`src/logic/mem_addr_pkg.sv`:
```
package mem_addr_pkg;

    // physical request address as seen by the load/store queue
    localparam int PHYS_ADDR_BITS = 15;

    // byte offset within a 16-byte line
    localparam int LINE_OFFSET_BITS = 4;

    localparam int LINE_ADDR_BITS = PHYS_ADDR_BITS - LINE_OFFSET_BITS;

    typedef logic [PHYS_ADDR_BITS-1:0] phys_addr_t;

    // bits 14:4 of the physical address
    typedef logic [LINE_ADDR_BITS-1:0] line_addr_t;

endpackage

```
`src/logic/mshr_pkg.sv`:
```
package mshr_pkg;

    // entry geometry
    localparam int MSHR_ENTRIES = 8;
    localparam int ENTRY_IDX_BITS = $clog2(MSHR_ENTRIES);

    typedef logic [ENTRY_IDX_BITS-1:0] entry_idx_t;
    typedef logic [MSHR_ENTRIES-1:0] entry_vec_t;

    // occupancy, one extra bit to tell full from empty
    typedef logic [ENTRY_IDX_BITS:0] entry_cnt_t;

    // load/store queue slots
    localparam int QSLOTS = 8;
    localparam int QSLOT_IDX_BITS = $clog2(QSLOTS);

    typedef logic [QSLOT_IDX_BITS-1:0] qslot_idx_t;

    // one-hot on a request, merged inside an entry
    typedef logic [QSLOTS-1:0] qslot_mask_t;

endpackage

```
`src/logic/miss_dispatch.sv`:
```
module miss_dispatch (
    input  logic                     clk,
    input  logic                     arst_n,

    input  logic                     req_valid,
    input  mem_addr_pkg::phys_addr_t req_addr,
    input  logic                     mshr_hit,
    input  logic                     mshr_full,

    output logic                     alloc,
    output logic                     req_merged,
    output logic                     req_rejected,
    output logic                     mem_rd_valid,
    output mem_addr_pkg::line_addr_t mem_rd_addr
);

    logic                     merge;
    logic                     reject;
    mem_addr_pkg::line_addr_t req_line;

    assign req_line = req_addr[mem_addr_pkg::PHYS_ADDR_BITS-1:mem_addr_pkg::LINE_OFFSET_BITS];

    // a hit always merges, full only matters for a new line
    assign merge  = req_valid & mshr_hit;
    assign reject = req_valid & ~mshr_hit & mshr_full;
    assign alloc  = req_valid & ~mshr_hit & ~mshr_full;

    always_ff @(posedge clk or negedge arst_n) begin
        if (!arst_n) begin
            req_merged   <= 1'b0;
            req_rejected <= 1'b0;
            mem_rd_valid <= 1'b0;
        end else begin
            req_merged   <= merge;
            req_rejected <= reject;
            mem_rd_valid <= alloc;
        end
    end

    // line address of the outgoing read
    always_ff @(posedge clk) begin
        if (alloc) begin
            mem_rd_addr <= req_line;
        end
    end

endmodule

```
`src/logic/mshr.sv`:
```
module mshr (
    input  logic                     clk,
    input  logic                     arst_n,

    input  logic                     req_valid,
    input  mem_addr_pkg::phys_addr_t req_addr,
    input  logic                     req_is_store,
    input  mshr_pkg::qslot_idx_t     req_qslot,
    input  logic                     alloc,
    input  logic                     fill_valid,

    output logic                     mshr_hit,
    output logic                     mshr_full,

    output logic                     wakeup_valid,
    output mem_addr_pkg::line_addr_t wakeup_addr,
    output mshr_pkg::qslot_mask_t    wakeup_rd_slots,
    output mshr_pkg::qslot_mask_t    wakeup_st_slots
);

    mem_addr_pkg::line_addr_t                                req_line;
    mshr_pkg::qslot_mask_t                                   slot_onehot;
    mshr_pkg::qslot_mask_t                                   rd_mask;
    mshr_pkg::qslot_mask_t                                   st_mask;

    mshr_pkg::entry_vec_t                                    entry_valid;
    mem_addr_pkg::line_addr_t [mshr_pkg::MSHR_ENTRIES-1:0]   entry_addr;
    mshr_pkg::entry_idx_t                                    head_idx;
    mem_addr_pkg::line_addr_t                                head_addr;
    mshr_pkg::qslot_mask_t                                   head_rd_slots;
    mshr_pkg::qslot_mask_t                                   head_st_slots;

    mshr_pkg::entry_vec_t                                    exclude;
    mshr_pkg::entry_vec_t                                    hit_vec;
    mshr_pkg::entry_vec_t                                    modify;

    assign req_line = req_addr[mem_addr_pkg::PHYS_ADDR_BITS-1:mem_addr_pkg::LINE_OFFSET_BITS];

    // slot decode, steered to the read or store lane
    assign slot_onehot = mshr_pkg::qslot_mask_t'(1) << req_qslot;
    assign rd_mask     = req_is_store ? '0 : slot_onehot;
    assign st_mask     = req_is_store ? slot_onehot : '0;

    // head leaving this cycle must not take a merge
    assign exclude = fill_valid ? (mshr_pkg::entry_vec_t'(1) << head_idx) : '0;

    assign modify = req_valid ? hit_vec : '0;

    mshr_addr_match u_match (
        .lookup_addr (req_line),
        .entry_addr  (entry_addr),
        .entry_valid (entry_valid),
        .exclude     (exclude),
        .hit_vec     (hit_vec),
        .hit         (mshr_hit)
    );

    mshr_entry_queue u_queue (
        .clk             (clk),
        .arst_n          (arst_n),
        .push            (alloc),
        .push_addr       (req_line),
        .push_rd_slots   (rd_mask),
        .push_st_slots   (st_mask),
        .pop             (fill_valid),
        .modify          (modify),
        .modify_rd_slots (rd_mask),
        .modify_st_slots (st_mask),
        .entry_valid     (entry_valid),
        .entry_addr      (entry_addr),
        .head_idx        (head_idx),
        .head_addr       (head_addr),
        .head_rd_slots   (head_rd_slots),
        .head_st_slots   (head_st_slots),
        .full            (mshr_full)
    );

    always_ff @(posedge clk or negedge arst_n) begin
        if (!arst_n) begin
            wakeup_valid <= 1'b0;
        end else begin
            wakeup_valid <= fill_valid;
        end
    end

    // snapshot of the released entry
    always_ff @(posedge clk) begin
        if (fill_valid) begin
            wakeup_addr     <= head_addr;
            wakeup_rd_slots <= head_rd_slots;
            wakeup_st_slots <= head_st_slots;
        end
    end

endmodule

```
`src/logic/mshr_addr_match.sv`:
```
module mshr_addr_match (
    input  mem_addr_pkg::line_addr_t                              lookup_addr,
    input  mem_addr_pkg::line_addr_t [mshr_pkg::MSHR_ENTRIES-1:0] entry_addr,
    input  mshr_pkg::entry_vec_t                                  entry_valid,
    input  mshr_pkg::entry_vec_t                                  exclude,

    output mshr_pkg::entry_vec_t                                  hit_vec,
    output logic                                                  hit
);

    // one comparator per entry
    for (genvar i = 0; i < mshr_pkg::MSHR_ENTRIES; i++) begin : g_cmp
        assign hit_vec[i] = entry_valid[i] & ~exclude[i] & (entry_addr[i] == lookup_addr);
    end

    // merging keeps lines unique, so at most one bit is set
    assign hit = |hit_vec;

endmodule

```
`src/logic/mshr_entry_queue.sv`:
```
module mshr_entry_queue (
    input  logic                                            clk,
    input  logic                                            arst_n,

    input  logic                                            push,
    input  mem_addr_pkg::line_addr_t                        push_addr,
    input  mshr_pkg::qslot_mask_t                           push_rd_slots,
    input  mshr_pkg::qslot_mask_t                           push_st_slots,

    input  logic                                            pop,

    input  mshr_pkg::entry_vec_t                            modify,
    input  mshr_pkg::qslot_mask_t                           modify_rd_slots,
    input  mshr_pkg::qslot_mask_t                           modify_st_slots,

    output mshr_pkg::entry_vec_t                            entry_valid,
    output mem_addr_pkg::line_addr_t [mshr_pkg::MSHR_ENTRIES-1:0] entry_addr,
    output mshr_pkg::entry_idx_t                            head_idx,
    output mem_addr_pkg::line_addr_t                        head_addr,
    output mshr_pkg::qslot_mask_t                           head_rd_slots,
    output mshr_pkg::qslot_mask_t                           head_st_slots,
    output logic                                            full
);

    mshr_pkg::entry_vec_t                                  valid_q;
    mem_addr_pkg::line_addr_t [mshr_pkg::MSHR_ENTRIES-1:0] addr_q;
    mshr_pkg::qslot_mask_t                                 rd_slots_q [mshr_pkg::MSHR_ENTRIES];
    mshr_pkg::qslot_mask_t                                 st_slots_q [mshr_pkg::MSHR_ENTRIES];

    mshr_pkg::entry_idx_t                                  head_q;
    mshr_pkg::entry_idx_t                                  tail_q;
    mshr_pkg::entry_cnt_t                                  count_q;

    logic                                                  push_ok;
    logic                                                  pop_ok;

    assign full = (count_q == mshr_pkg::entry_cnt_t'(mshr_pkg::MSHR_ENTRIES));

    // guard against overrun and popping an empty head
    assign push_ok = push & ~full;
    assign pop_ok  = pop & valid_q[head_q];

    always_ff @(posedge clk or negedge arst_n) begin
        if (!arst_n) begin
            valid_q <= '0;
            head_q  <= '0;
            tail_q  <= '0;
            count_q <= '0;
        end else begin
            if (pop_ok) begin
                valid_q[head_q] <= 1'b0;
                head_q          <= head_q + 1'b1;
            end
            if (push_ok) begin
                valid_q[tail_q] <= 1'b1;
                tail_q          <= tail_q + 1'b1;
            end
            case ({push_ok, pop_ok})
                2'b10:   count_q <= count_q + 1'b1;
                2'b01:   count_q <= count_q - 1'b1;
                default: count_q <= count_q;
            endcase
        end
    end

    // tail is invalid, so a push never collides with a modify
    always_ff @(posedge clk) begin
        for (int i = 0; i < mshr_pkg::MSHR_ENTRIES; i++) begin
            if (push_ok && tail_q == mshr_pkg::entry_idx_t'(i)) begin
                addr_q[i]     <= push_addr;
                rd_slots_q[i] <= push_rd_slots;
                st_slots_q[i] <= push_st_slots;
            end else if (modify[i]) begin
                rd_slots_q[i] <= rd_slots_q[i] | modify_rd_slots;
                st_slots_q[i] <= st_slots_q[i] | modify_st_slots;
            end
        end
    end

    assign entry_valid   = valid_q;
    assign entry_addr    = addr_q;
    assign head_idx      = head_q;
    assign head_addr     = addr_q[head_q];
    assign head_rd_slots = rd_slots_q[head_q];
    assign head_st_slots = st_slots_q[head_q];

endmodule

```
`src/logic/mshr_subsystem.sv`:
```
module mshr_subsystem (
    input  logic                     clk,
    input  logic                     arst_n,

    input  logic                     req_valid,
    input  mem_addr_pkg::phys_addr_t req_addr,
    input  logic                     req_is_store,
    input  mshr_pkg::qslot_idx_t     req_qslot,

    input  logic                     fill_valid,

    output logic                     req_merged,
    output logic                     req_rejected,

    output logic                     mem_rd_valid,
    output mem_addr_pkg::line_addr_t mem_rd_addr,

    output logic                     wakeup_valid,
    output mem_addr_pkg::line_addr_t wakeup_addr,
    output mshr_pkg::qslot_mask_t    wakeup_rd_slots,
    output mshr_pkg::qslot_mask_t    wakeup_st_slots,

    output logic                     mshr_full,
    output logic                     mshr_hit
);

    logic alloc;

    miss_dispatch u_dispatch (
        .clk          (clk),
        .arst_n       (arst_n),
        .req_valid    (req_valid),
        .req_addr     (req_addr),
        .mshr_hit     (mshr_hit),
        .mshr_full    (mshr_full),
        .alloc        (alloc),
        .req_merged   (req_merged),
        .req_rejected (req_rejected),
        .mem_rd_valid (mem_rd_valid),
        .mem_rd_addr  (mem_rd_addr)
    );

    mshr u_mshr (
        .clk             (clk),
        .arst_n          (arst_n),
        .req_valid       (req_valid),
        .req_addr        (req_addr),
        .req_is_store    (req_is_store),
        .req_qslot       (req_qslot),
        .alloc           (alloc),
        .fill_valid      (fill_valid),
        .mshr_hit        (mshr_hit),
        .mshr_full       (mshr_full),
        .wakeup_valid    (wakeup_valid),
        .wakeup_addr     (wakeup_addr),
        .wakeup_rd_slots (wakeup_rd_slots),
        .wakeup_st_slots (wakeup_st_slots)
    );

endmodule

```
`config.mk`:
```
export PLATFORM = sky130hd
export DESIGN_NAME = mshr_subsystem
export DESIGN_NICKNAME = d
export VERILOG_FILES = /design/src/logic/mem_addr_pkg.sv /design/src/logic/mshr_pkg.sv /design/src/logic/miss_dispatch.sv /design/src/logic/mshr.sv /design/src/logic/mshr_addr_match.sv /design/src/logic/mshr_entry_queue.sv /design/src/logic/mshr_subsystem.sv
export SDC_FILE = /design/constraint.sdc
export NUM_CORES = 1
export LEC_CHECK = 0
export BUFFER_PORTS_ARGS = -buffer_cell sky130_fd_sc_hd__buf_2
export CAP_MARGIN = 20
export CORE_ASPECT_RATIO = 0.8
export CORE_UTILIZATION = 45
export DETAILED_ROUTE_END_ITERATION = 12
export PLACE_DENSITY = 0.69
export SETUP_SLACK_MARGIN = 0.02
export SLEW_MARGIN = 20
export SYNTH_ARGS = -nofsm -noshare
export SYNTH_HDL_FRONTEND = slang
export SYNTH_SLANG_ARGS = --single-unit
```
`constraint.sdc`:
```
create_clock -name clk -period 5.55 [get_ports clk]
set_input_delay 0.8325 -clock clk [delete_from_list [all_inputs] [get_ports clk]]
set_output_delay 0.8325 -clock clk [all_outputs]
set_load 0.01 [all_outputs]
```
### After elaboration in Yosys (flattened, before gate mapping)

Memories as Yosys holds them, arrays and structs flattened. A register that Yosys moved wholly into a read port is not among the register bits.
Cells that the tools add are included.

| storage, ports and cells | value |
|---|---|
| logic and storage cells | 199 |
| bits in writable memories | 128 |
| output and inout bits | 44 |
| input port bits | 23 |
| register bits after elaboration | 132 |
| memories kept | 2 |

Memory list:

| memory | depth | width | rd ports | clocked after memory_dff | write ports | RTL line | source |
|---|---|---|---|---|---|---|---|
| u_mshr.u_queue.rd_slots_q | 8 | 8 | 9 | 1 | 8 | mshr_entry_queue.sv:27 | `mshr_pkg::qslot_mask_t rd_slots_q [mshr_pkg::MSHR_ENTRIES];` |
| u_mshr.u_queue.st_slots_q | 8 | 8 | 9 | 1 | 8 | mshr_entry_queue.sv:28 | `mshr_pkg::qslot_mask_t st_slots_q [mshr_pkg::MSHR_ENTRIES];` |

| cells by class | value |
|---|---|
| muxes and demuxes | 71 |
| reduce and logical (&&, ||, !) cells | 13 |
| bitwise gates (word level) | 67 |
| add/subtract/negate cells | 4 |
| equality and inequality tests | 18 |
| shift operators | 2 |
| magnitude comparators | 4 |

Operators with widths:

| kind | count |
|---|---|
| 8-bit two-way mux | 22 |
| 8-bit bitwise OR | 17 |
| 11-bit == test | 8 |
| 1-bit two-way mux | 43 |
| 11-bit binary-select mux with 3-bit select | 1 |
| 1-bit AND | 22 |
| 1-bit bitwise OR | 16 |
| 1-bit by 3-bit << shifter with 8-bit output, first input constant | 2 |
| 3-bit == test, second input constant | 4 |
| 11-bit two-way mux | 1 |
| 1-bit logical AND | 10 |
| 1-bit NOT | 10 |
| 8-bit AND | 1 |
| 3-bit by 4-bit less-than comparator with 1-bit output, second input constant | 2 |
| 8-bit NOT | 1 |
| 4-bit case mux with 2 select lines | 1 |
| 8-bit OR reduction | 1 |
| 3-bit by 1-bit adder with 3-bit output, second input constant | 2 |
| 1-bit demux with 3-bit select | 2 |
| 3-bit by 2-bit == test with 1-bit output, second input constant | 2 |
| 3-bit by 1-bit >= comparator with 1-bit output, second input constant | 2 |
| 4-bit by 1-bit adder with 4-bit output, second input constant | 1 |
| 4-bit == test, second input constant | 1 |
| 4-bit by 1-bit subtractor with 4-bit output, second input constant | 1 |
| other kinds (6) | 6 |

### Longest topological paths before layout

| logic depth | value |
|---|---|
| depth in word-level cells | 14 |
| gate-level depth with buffers | 20 |
| depth with buffers taken out | 16 |

### Hierarchy

Synthesis repeated with hierarchy kept, for this count alone.

| second synthesis, totals | value |
|---|---|
| cells, all modules | 1,101 |
| area, all modules | 14,033.5 um^2 |

Modules (own cells, without submodules):

| module | instances | area each (um^2) | cells each | seq. area each (um^2) |
|---|---|---|---|---|
| mshr_entry_queue | 1 | 11,204.5 | 878 | 6,936.7 |
| mshr | 1 | 1,197.4 | 64 | 835.8 |
| mshr_addr_match | 1 | 1,197.4 | 142 | 0.0 |
| miss_dispatch | 1 | 434.2 | 17 | 405.4 |

### Least setup slack after synthesis

OpenSTA, ideal clock, no wires.

| timing | value |
|---|---|
| kind | reg2reg |
| start | reg u_mshr.u_queue.head_q[1], in the netlist u_mshr.u_queue.head_idx[1] |
| end | reg u_mshr.u_queue.count_q[3] |
| path buffers | 4 |
| setup slack | 1.992 ns |
| period minus slack after synthesis | 3.558 ns |
| data required time | 5.425 ns |
| cell stages (with the launch flop) | 21 |
| library setup time | 0.125 ns |
| data arrival time | 3.432 ns |
| cells stage by stage | dfrtp_1 buf_2 inv_1 clkbuf_1 ha_1 nand3b_1 nand4_1 nor4_1 nor4_2 nand3_2 nor3_2 buf_6 buf_6 inv_2 ha_1 ha_1 a21o_1 a21oi_1 xnor2_1 nor2_1 xor2_1 |

| between the ends | value |
|---|---|
| cells in the longest elaborated chain, start to end | 12 |
| elaborated cells on any way between the ends | 38 |
| classes of those cells | 2 x eq/ne; 1 x shift; 4 x mux; 29 x bitwise; 2 x reduce/logical |

Ends and longest elaborated chain:

| what | RTL line | source |
|---|---|---|
| start, declared | mshr_entry_queue.sv:30 | `mshr_pkg::entry_idx_t head_q;` |
| start signal, assigned | mshr_entry_queue.sv:52 | `head_q <= head_q + 1'b1;` |
| 1-bit by 3-bit << shifter with 8-bit output * | mshr.sv:45 | `assign exclude = fill_valid ? (mshr_pkg::entry_vec_t'(1) << head_idx) : '0;` |
| 8-bit two-way mux * | mshr.sv:45 |  |
| 1-bit NOT | mshr_addr_match.sv:13 | `assign hit_vec[i] = entry_valid[i] & ~exclude[i] & (entry_addr[i] == lookup_addr);` |
| 1-bit AND (2 in a row) | mshr_addr_match.sv:13 |  |
| 8-bit OR reduction * | mshr_addr_match.sv:17 | `assign hit = \|hit_vec;` |
| net mshr_hit | mshr_subsystem.sv:24 | `output logic mshr_hit` |
| 1-bit NOT * | miss_dispatch.sv:26 | `assign alloc = req_valid & ~mshr_hit & ~mshr_full;` |
| 1-bit AND * (2 in a row) | miss_dispatch.sv:26 |  |
| net alloc | mshr_subsystem.sv:27 | `logic alloc;` |
| 1-bit AND * | mshr_entry_queue.sv:40 | `assign push_ok = push & ~full;` |
| 2-bit by 1-bit == test with 1-bit output / 2-bit == test (equally long branches) | mshr_entry_queue.sv:58 | `case ({push_ok, pop_ok})` |
| 4-bit case mux with 2 select lines / 2-bit nonzero test (equally long branches) | n/a |  |
| end signal, assigned | mshr_entry_queue.sv:59 | `2'b10: count_q <= count_q + 1'b1;` |
| end signal, assigned | mshr_entry_queue.sv:60 | `2'b01: count_q <= count_q - 1'b1;` |
| end signal, assigned | mshr_entry_queue.sv:61 | `default: count_q <= count_q;` |
| end, declared | mshr_entry_queue.sv:32 | `mshr_pkg::entry_cnt_t count_q;` |

Mark *: on every way through the listed nets, which the timed path passes. The rest lies on a longest branch. The select of a mux whose other input is x is not followed.
A chain may end at the register's enable or synchronous reset.

### Worst setup path after layout

| timing | value |
|---|---|
| start | reg u_mshr.u_queue.head_q[2], in the netlist u_mshr.u_queue.head_idx[2] |
| end | reg u_mshr.u_queue.count_q[3] |

| between the ends | value |
|---|---|
| cells in the longest elaborated chain, start to end | 12 |
| elaborated cells on any way between the ends | 38 |
| classes of those cells | 2 x eq/ne; 1 x shift; 4 x mux; 29 x bitwise; 2 x reduce/logical |

Ends and longest elaborated chain:

| what | RTL line |
|---|---|
| 1-bit by 3-bit << shifter with 8-bit output | mshr.sv:45 |
| 8-bit two-way mux | mshr.sv:45 |
| 1-bit NOT | mshr_addr_match.sv:13 |
| 1-bit AND (2 in a row) | mshr_addr_match.sv:13 |
| 8-bit OR reduction | mshr_addr_match.sv:17 |
| 1-bit NOT | miss_dispatch.sv:26 |
| 1-bit AND (2 in a row) | miss_dispatch.sv:26 |
| 1-bit AND | mshr_entry_queue.sv:40 |
| 2-bit by 1-bit == test with 1-bit output / 2-bit == test (equally long branches) | mshr_entry_queue.sv:58 |
| 4-bit case mux with 2 select lines / 2-bit nonzero test (equally long branches) | n/a |

Parallel ways exist; a longest one is shown, timed or not. The select of a mux whose other input is x is not followed.

==> impl_metrics.env <==
export IMPL_required_ps=5970
export IMPL_cp_depth=16
export IMPL_cts_root_buf="clkbuf_16"
export IMPL_synth_cells=864
export IMPL_cts_buffers=29
export IMPL_synth_most_common_cell="edfxtp_1"
export IMPL_start_util_pct=45.9
export IMPL_crit_type="register to register"
export IMPL_ys_types=43
export IMPL_worst_hold_path_type="input port to async pin"
export IMPL_antenna_found_initial=0
export IMPL_end_kind="register"
export IMPL_cpLargestDelayFamily="simple AND/OR/NAND/NOR gates"
export IMPL_tightest_slew_ps=1050
export IMPL_postRouteAntennaNets=0
export IMPL_fin_crit_sh_pct=77.5
export IMPL_synth_edf_count=254
export IMPL_p_leak_uw=0.00607
export IMPL_port_buffers=62
export IMPL_n_antenna_cell=0
export IMPL_dp_hpwl_mm=19.5
export IMPL_multi_input_area_mm2=0.00453
export IMPL_maxCapViolations=0
export IMPL_clkSinkCount=276
export IMPL_skew_ps=16.0
export IMPL_post_route_min_period_ps=4300
export IMPL_synth_fp_nets=903
export IMPL_critPathMaxFanout=39
export IMPL_synth_area_leader_cell="edfxtp_1"
export IMPL_drc=0
export IMPL_critical_path_arrival_ps=4720
export IMPL_outcome="finished, final reports clean"
export IMPL_crit_chain="buf_4 -> nand3b_1 -> nand4_1 -> nor4_1 -> nor4_2 -> nand3_2 -> nor3_4 -> buf_4 -> inv_2 -> ha_1 -> ha_1 -> a21o_1 -> a21oi_1 -> xnor2_1 -> nor2_1 -> xor2_1"
export IMPL_ys_seq_elements=276
export IMPL_syn_to_final_growth_pct=12.1
export IMPL_die_area_mm2=0.0296
export IMPL_ys_warn_count=0
export IMPL_slew_limit_headroom_pct=29.2
export IMPL_clk_latency_ps=550
export IMPL_nNetsFinal=964
export IMPL_clock_path_buffers=3
export IMPL_synth_top_flop_cell="edfxtp_1"
export IMPL_ios=67
export IMPL_drt_iter0_markers=650
export IMPL_synthArstFlopShare_pct=7.97
export IMPL_grt_ovfl_total=0
export IMPL_wl_per_cell_um=22.9
export IMPL_grt_use_total_pct=21.1
export IMPL_grt_pass1_vias=7769
export IMPL_die_height_um=154
export IMPL_crit_buf_inv=3
export IMPL_final_util_pct=51.5
export IMPL_drive_gt1_share_pct=20.1
export IMPL_fmax_ghz=0.233
export IMPL_gp_congestion=0.841
export IMPL_synth_top_area_share_pct=58.6
export IMPL_synth_area_per_cell_um2=15.1
export IMPL_die_x_um=192
export IMPL_cts_setup_buffers=0
export IMPL_rr_worst_depth=16
export IMPL_finalInstanceArea_mm2=0.0146
export IMPL_h_tree_depth=1
export IMPL_max_stage_delay_ps=980
export IMPL_grt_max_degree=45
export IMPL_peakVddDrop_v=0.000238
export IMPL_clk_pin_slew_ps=60
export IMPL_via_count=7645
export IMPL_netlist_area_mm2=0.0130
export IMPL_rsz0062_at_grt="no"
export IMPL_hold_viol=0
export IMPL_cts_tree="done"
export IMPL_viasPerCell=5.80
export IMPL_setup_tns_ps=0
export IMPL_finalWirelength_mm=30.2
export IMPL_filler_cell_count=2356
export IMPL_synth_top_cells_by_count="edfxtp_1, a21o_1, nand2_1"
export IMPL_grt_pass1_wl_mm=47.0
export IMPL_cts_hold_buf=0
export IMPL_r2r_slack_ps=1250
export IMPL_rows=55
export IMPL_setup_viol=0
export IMPL_p_per_area_mw_per_mm2=466
export IMPL_cts_resized=0
export IMPL_crit_path_top_delay_cell="dfrtp_2"
export IMPL_worstSetupStartpointType="register"
export IMPL_yosysSeqAreaShare_pct=62.8
export IMPL_regArea_mm2=0.00818
export IMPL_slew_viol_final=0
export IMPL_placed_cell_area_mm2=0.0136
export IMPL_synth_area_top_cells="edfxtp_1, mux4_2, a21o_1"
export IMPL_firstDrtPassIters=6
export IMPL_core_area_mm2=0.0284
layer usage:
layer,global-route usage [%],routed length (um)
met1,32.2,13700
met2,31.6,13500
met3,3.65,2440
met4,4.72,586
met5,0,0
worst register-to-register path: stages, from the launching register on:
cell	delay [ps]
dfrtp_2	980
buf_4	540
nand3b_1	230
nand4_1	110
nor4_1	500
nor4_2	100
nand3_2	180
nor3_4	50
buf_4	270
inv_2	90
ha_1	200
ha_1	240
a21o_1	170
a21oi_1	160
xnor2_1	130
nor2_1	60
xor2_1	150
cell usage in the layout, fill, tap and decap left out, drive strengths merged:
cell type / n
or3: 3
inv: 13
ha: 15
nand2b: 4
edfxtp: 254
mux2: 1
nand4: 18
xnor2: 91
mux4: 56
xor2: 3
buf: 77
dfrtp: 22
nand3b: 2
and3: 6
nor4b: 1
nor4: 13
a21o: 131
bufinv: 4
a21boi: 2
nor3: 9
a22o: 2
o21ai: 4
fa: 1
clkinv: 14
a32o: 6
clkinvlp: 1
a21oi: 1
mux2i: 1
a31oi: 1
nand3: 12
clkbuf: 35
and2: 5
nor2: 23
a31o: 7
nand2: 110
path summary, 6_finish.rpt:
kind | startpoint | end
setup / recovery | u_mshr.u_queue.head_idx[2] | u_mshr.u_queue.count_q[3]
hold / removal | arst_n | u_mshr.u_queue.count_q[1]
setup reg to reg | u_mshr.u_queue.head_idx[2] | u_mshr.u_queue.count_q[3]
hold reg to reg | u_mshr.u_queue.count_q[3] | u_mshr.u_queue.count_q[3]
max in group asynchronous | arst_n | u_mshr.u_queue.head_idx[0]
min in group clk | u_mshr.u_queue.count_q[3] | u_mshr.u_queue.count_q[3]
where the power goes:
part           leakage (uW)  total [uW]  switching (uW)  internal, uW
combinational       0.00300        1820            1040           789
sequential          0.00261        3040             283          2750
clock              0.000458        1940             794          1140
cell type report:
| cell class | count | area share, % |
|---|---|---|
| repair buffers | 78 | 2.93 |
| flip-flops and latches | 276 | 56.1 |
| multi-input cells | 528 | 31.0 |
| clock buffers | 34 | 5.10 |
| clock inverters | 20 | 1.36 |
| inverters | 12 | 0.309 |
| well taps | 370 | 3.17 |
sequential cells by signal, indices dropped and copies added, names as in the netlist:
signal / flops
u_dispatch.mem_rd_valid: 1
u_mshr.u_queue.rd_slots_q: 64
u_mshr.u_queue.tail_q: 3
u_dispatch.mem_rd_addr: 11
u_mshr.wakeup_st_slots: 8
u_mshr.wakeup_rd_slots: 8
u_mshr.u_queue.entry_addr: 88
u_dispatch.req_merged: 1
u_mshr.u_queue.head_idx: 3
u_mshr.wakeup_addr: 11
u_dispatch.req_rejected: 1
u_mshr.u_queue.st_slots_q: 64
u_mshr.u_queue.entry_valid: 8
u_mshr.wakeup_valid: 1
u_mshr.u_queue.count_q: 4
through the flow:
step                      instances  setup slack (ps)  hold slack, ps  total power (uW)
final                          1318              1250             270              6800
after global routing           1318              1000             298              7120
after CTS                      1317              1290             269              6850
after detailed placement       1263              1320             472              4910
after global placement         1263              1380             452              4870
after floorplan                 864              1990             434              4300
cell families (layout without fill, tap and decap cells):
logic type | count (synthesis) | count (layout) | synth area share (%)
buffers and inverters | 60 | 144 | 2.56
adder cells (fa/ha/maj) | 16 | 16 | 1.60
AND/OR/NAND/NOR | 206 | 206 | 7.85
XOR/XNOR | 94 | 94 | 6.33
multiplexers | 58 | 58 | 9.85
AO/OA/AOI/OAI | 154 | 154 | 8.98
flip-flops | 276 | 276 | 62.8
Power figures use the tool's default switching activity.
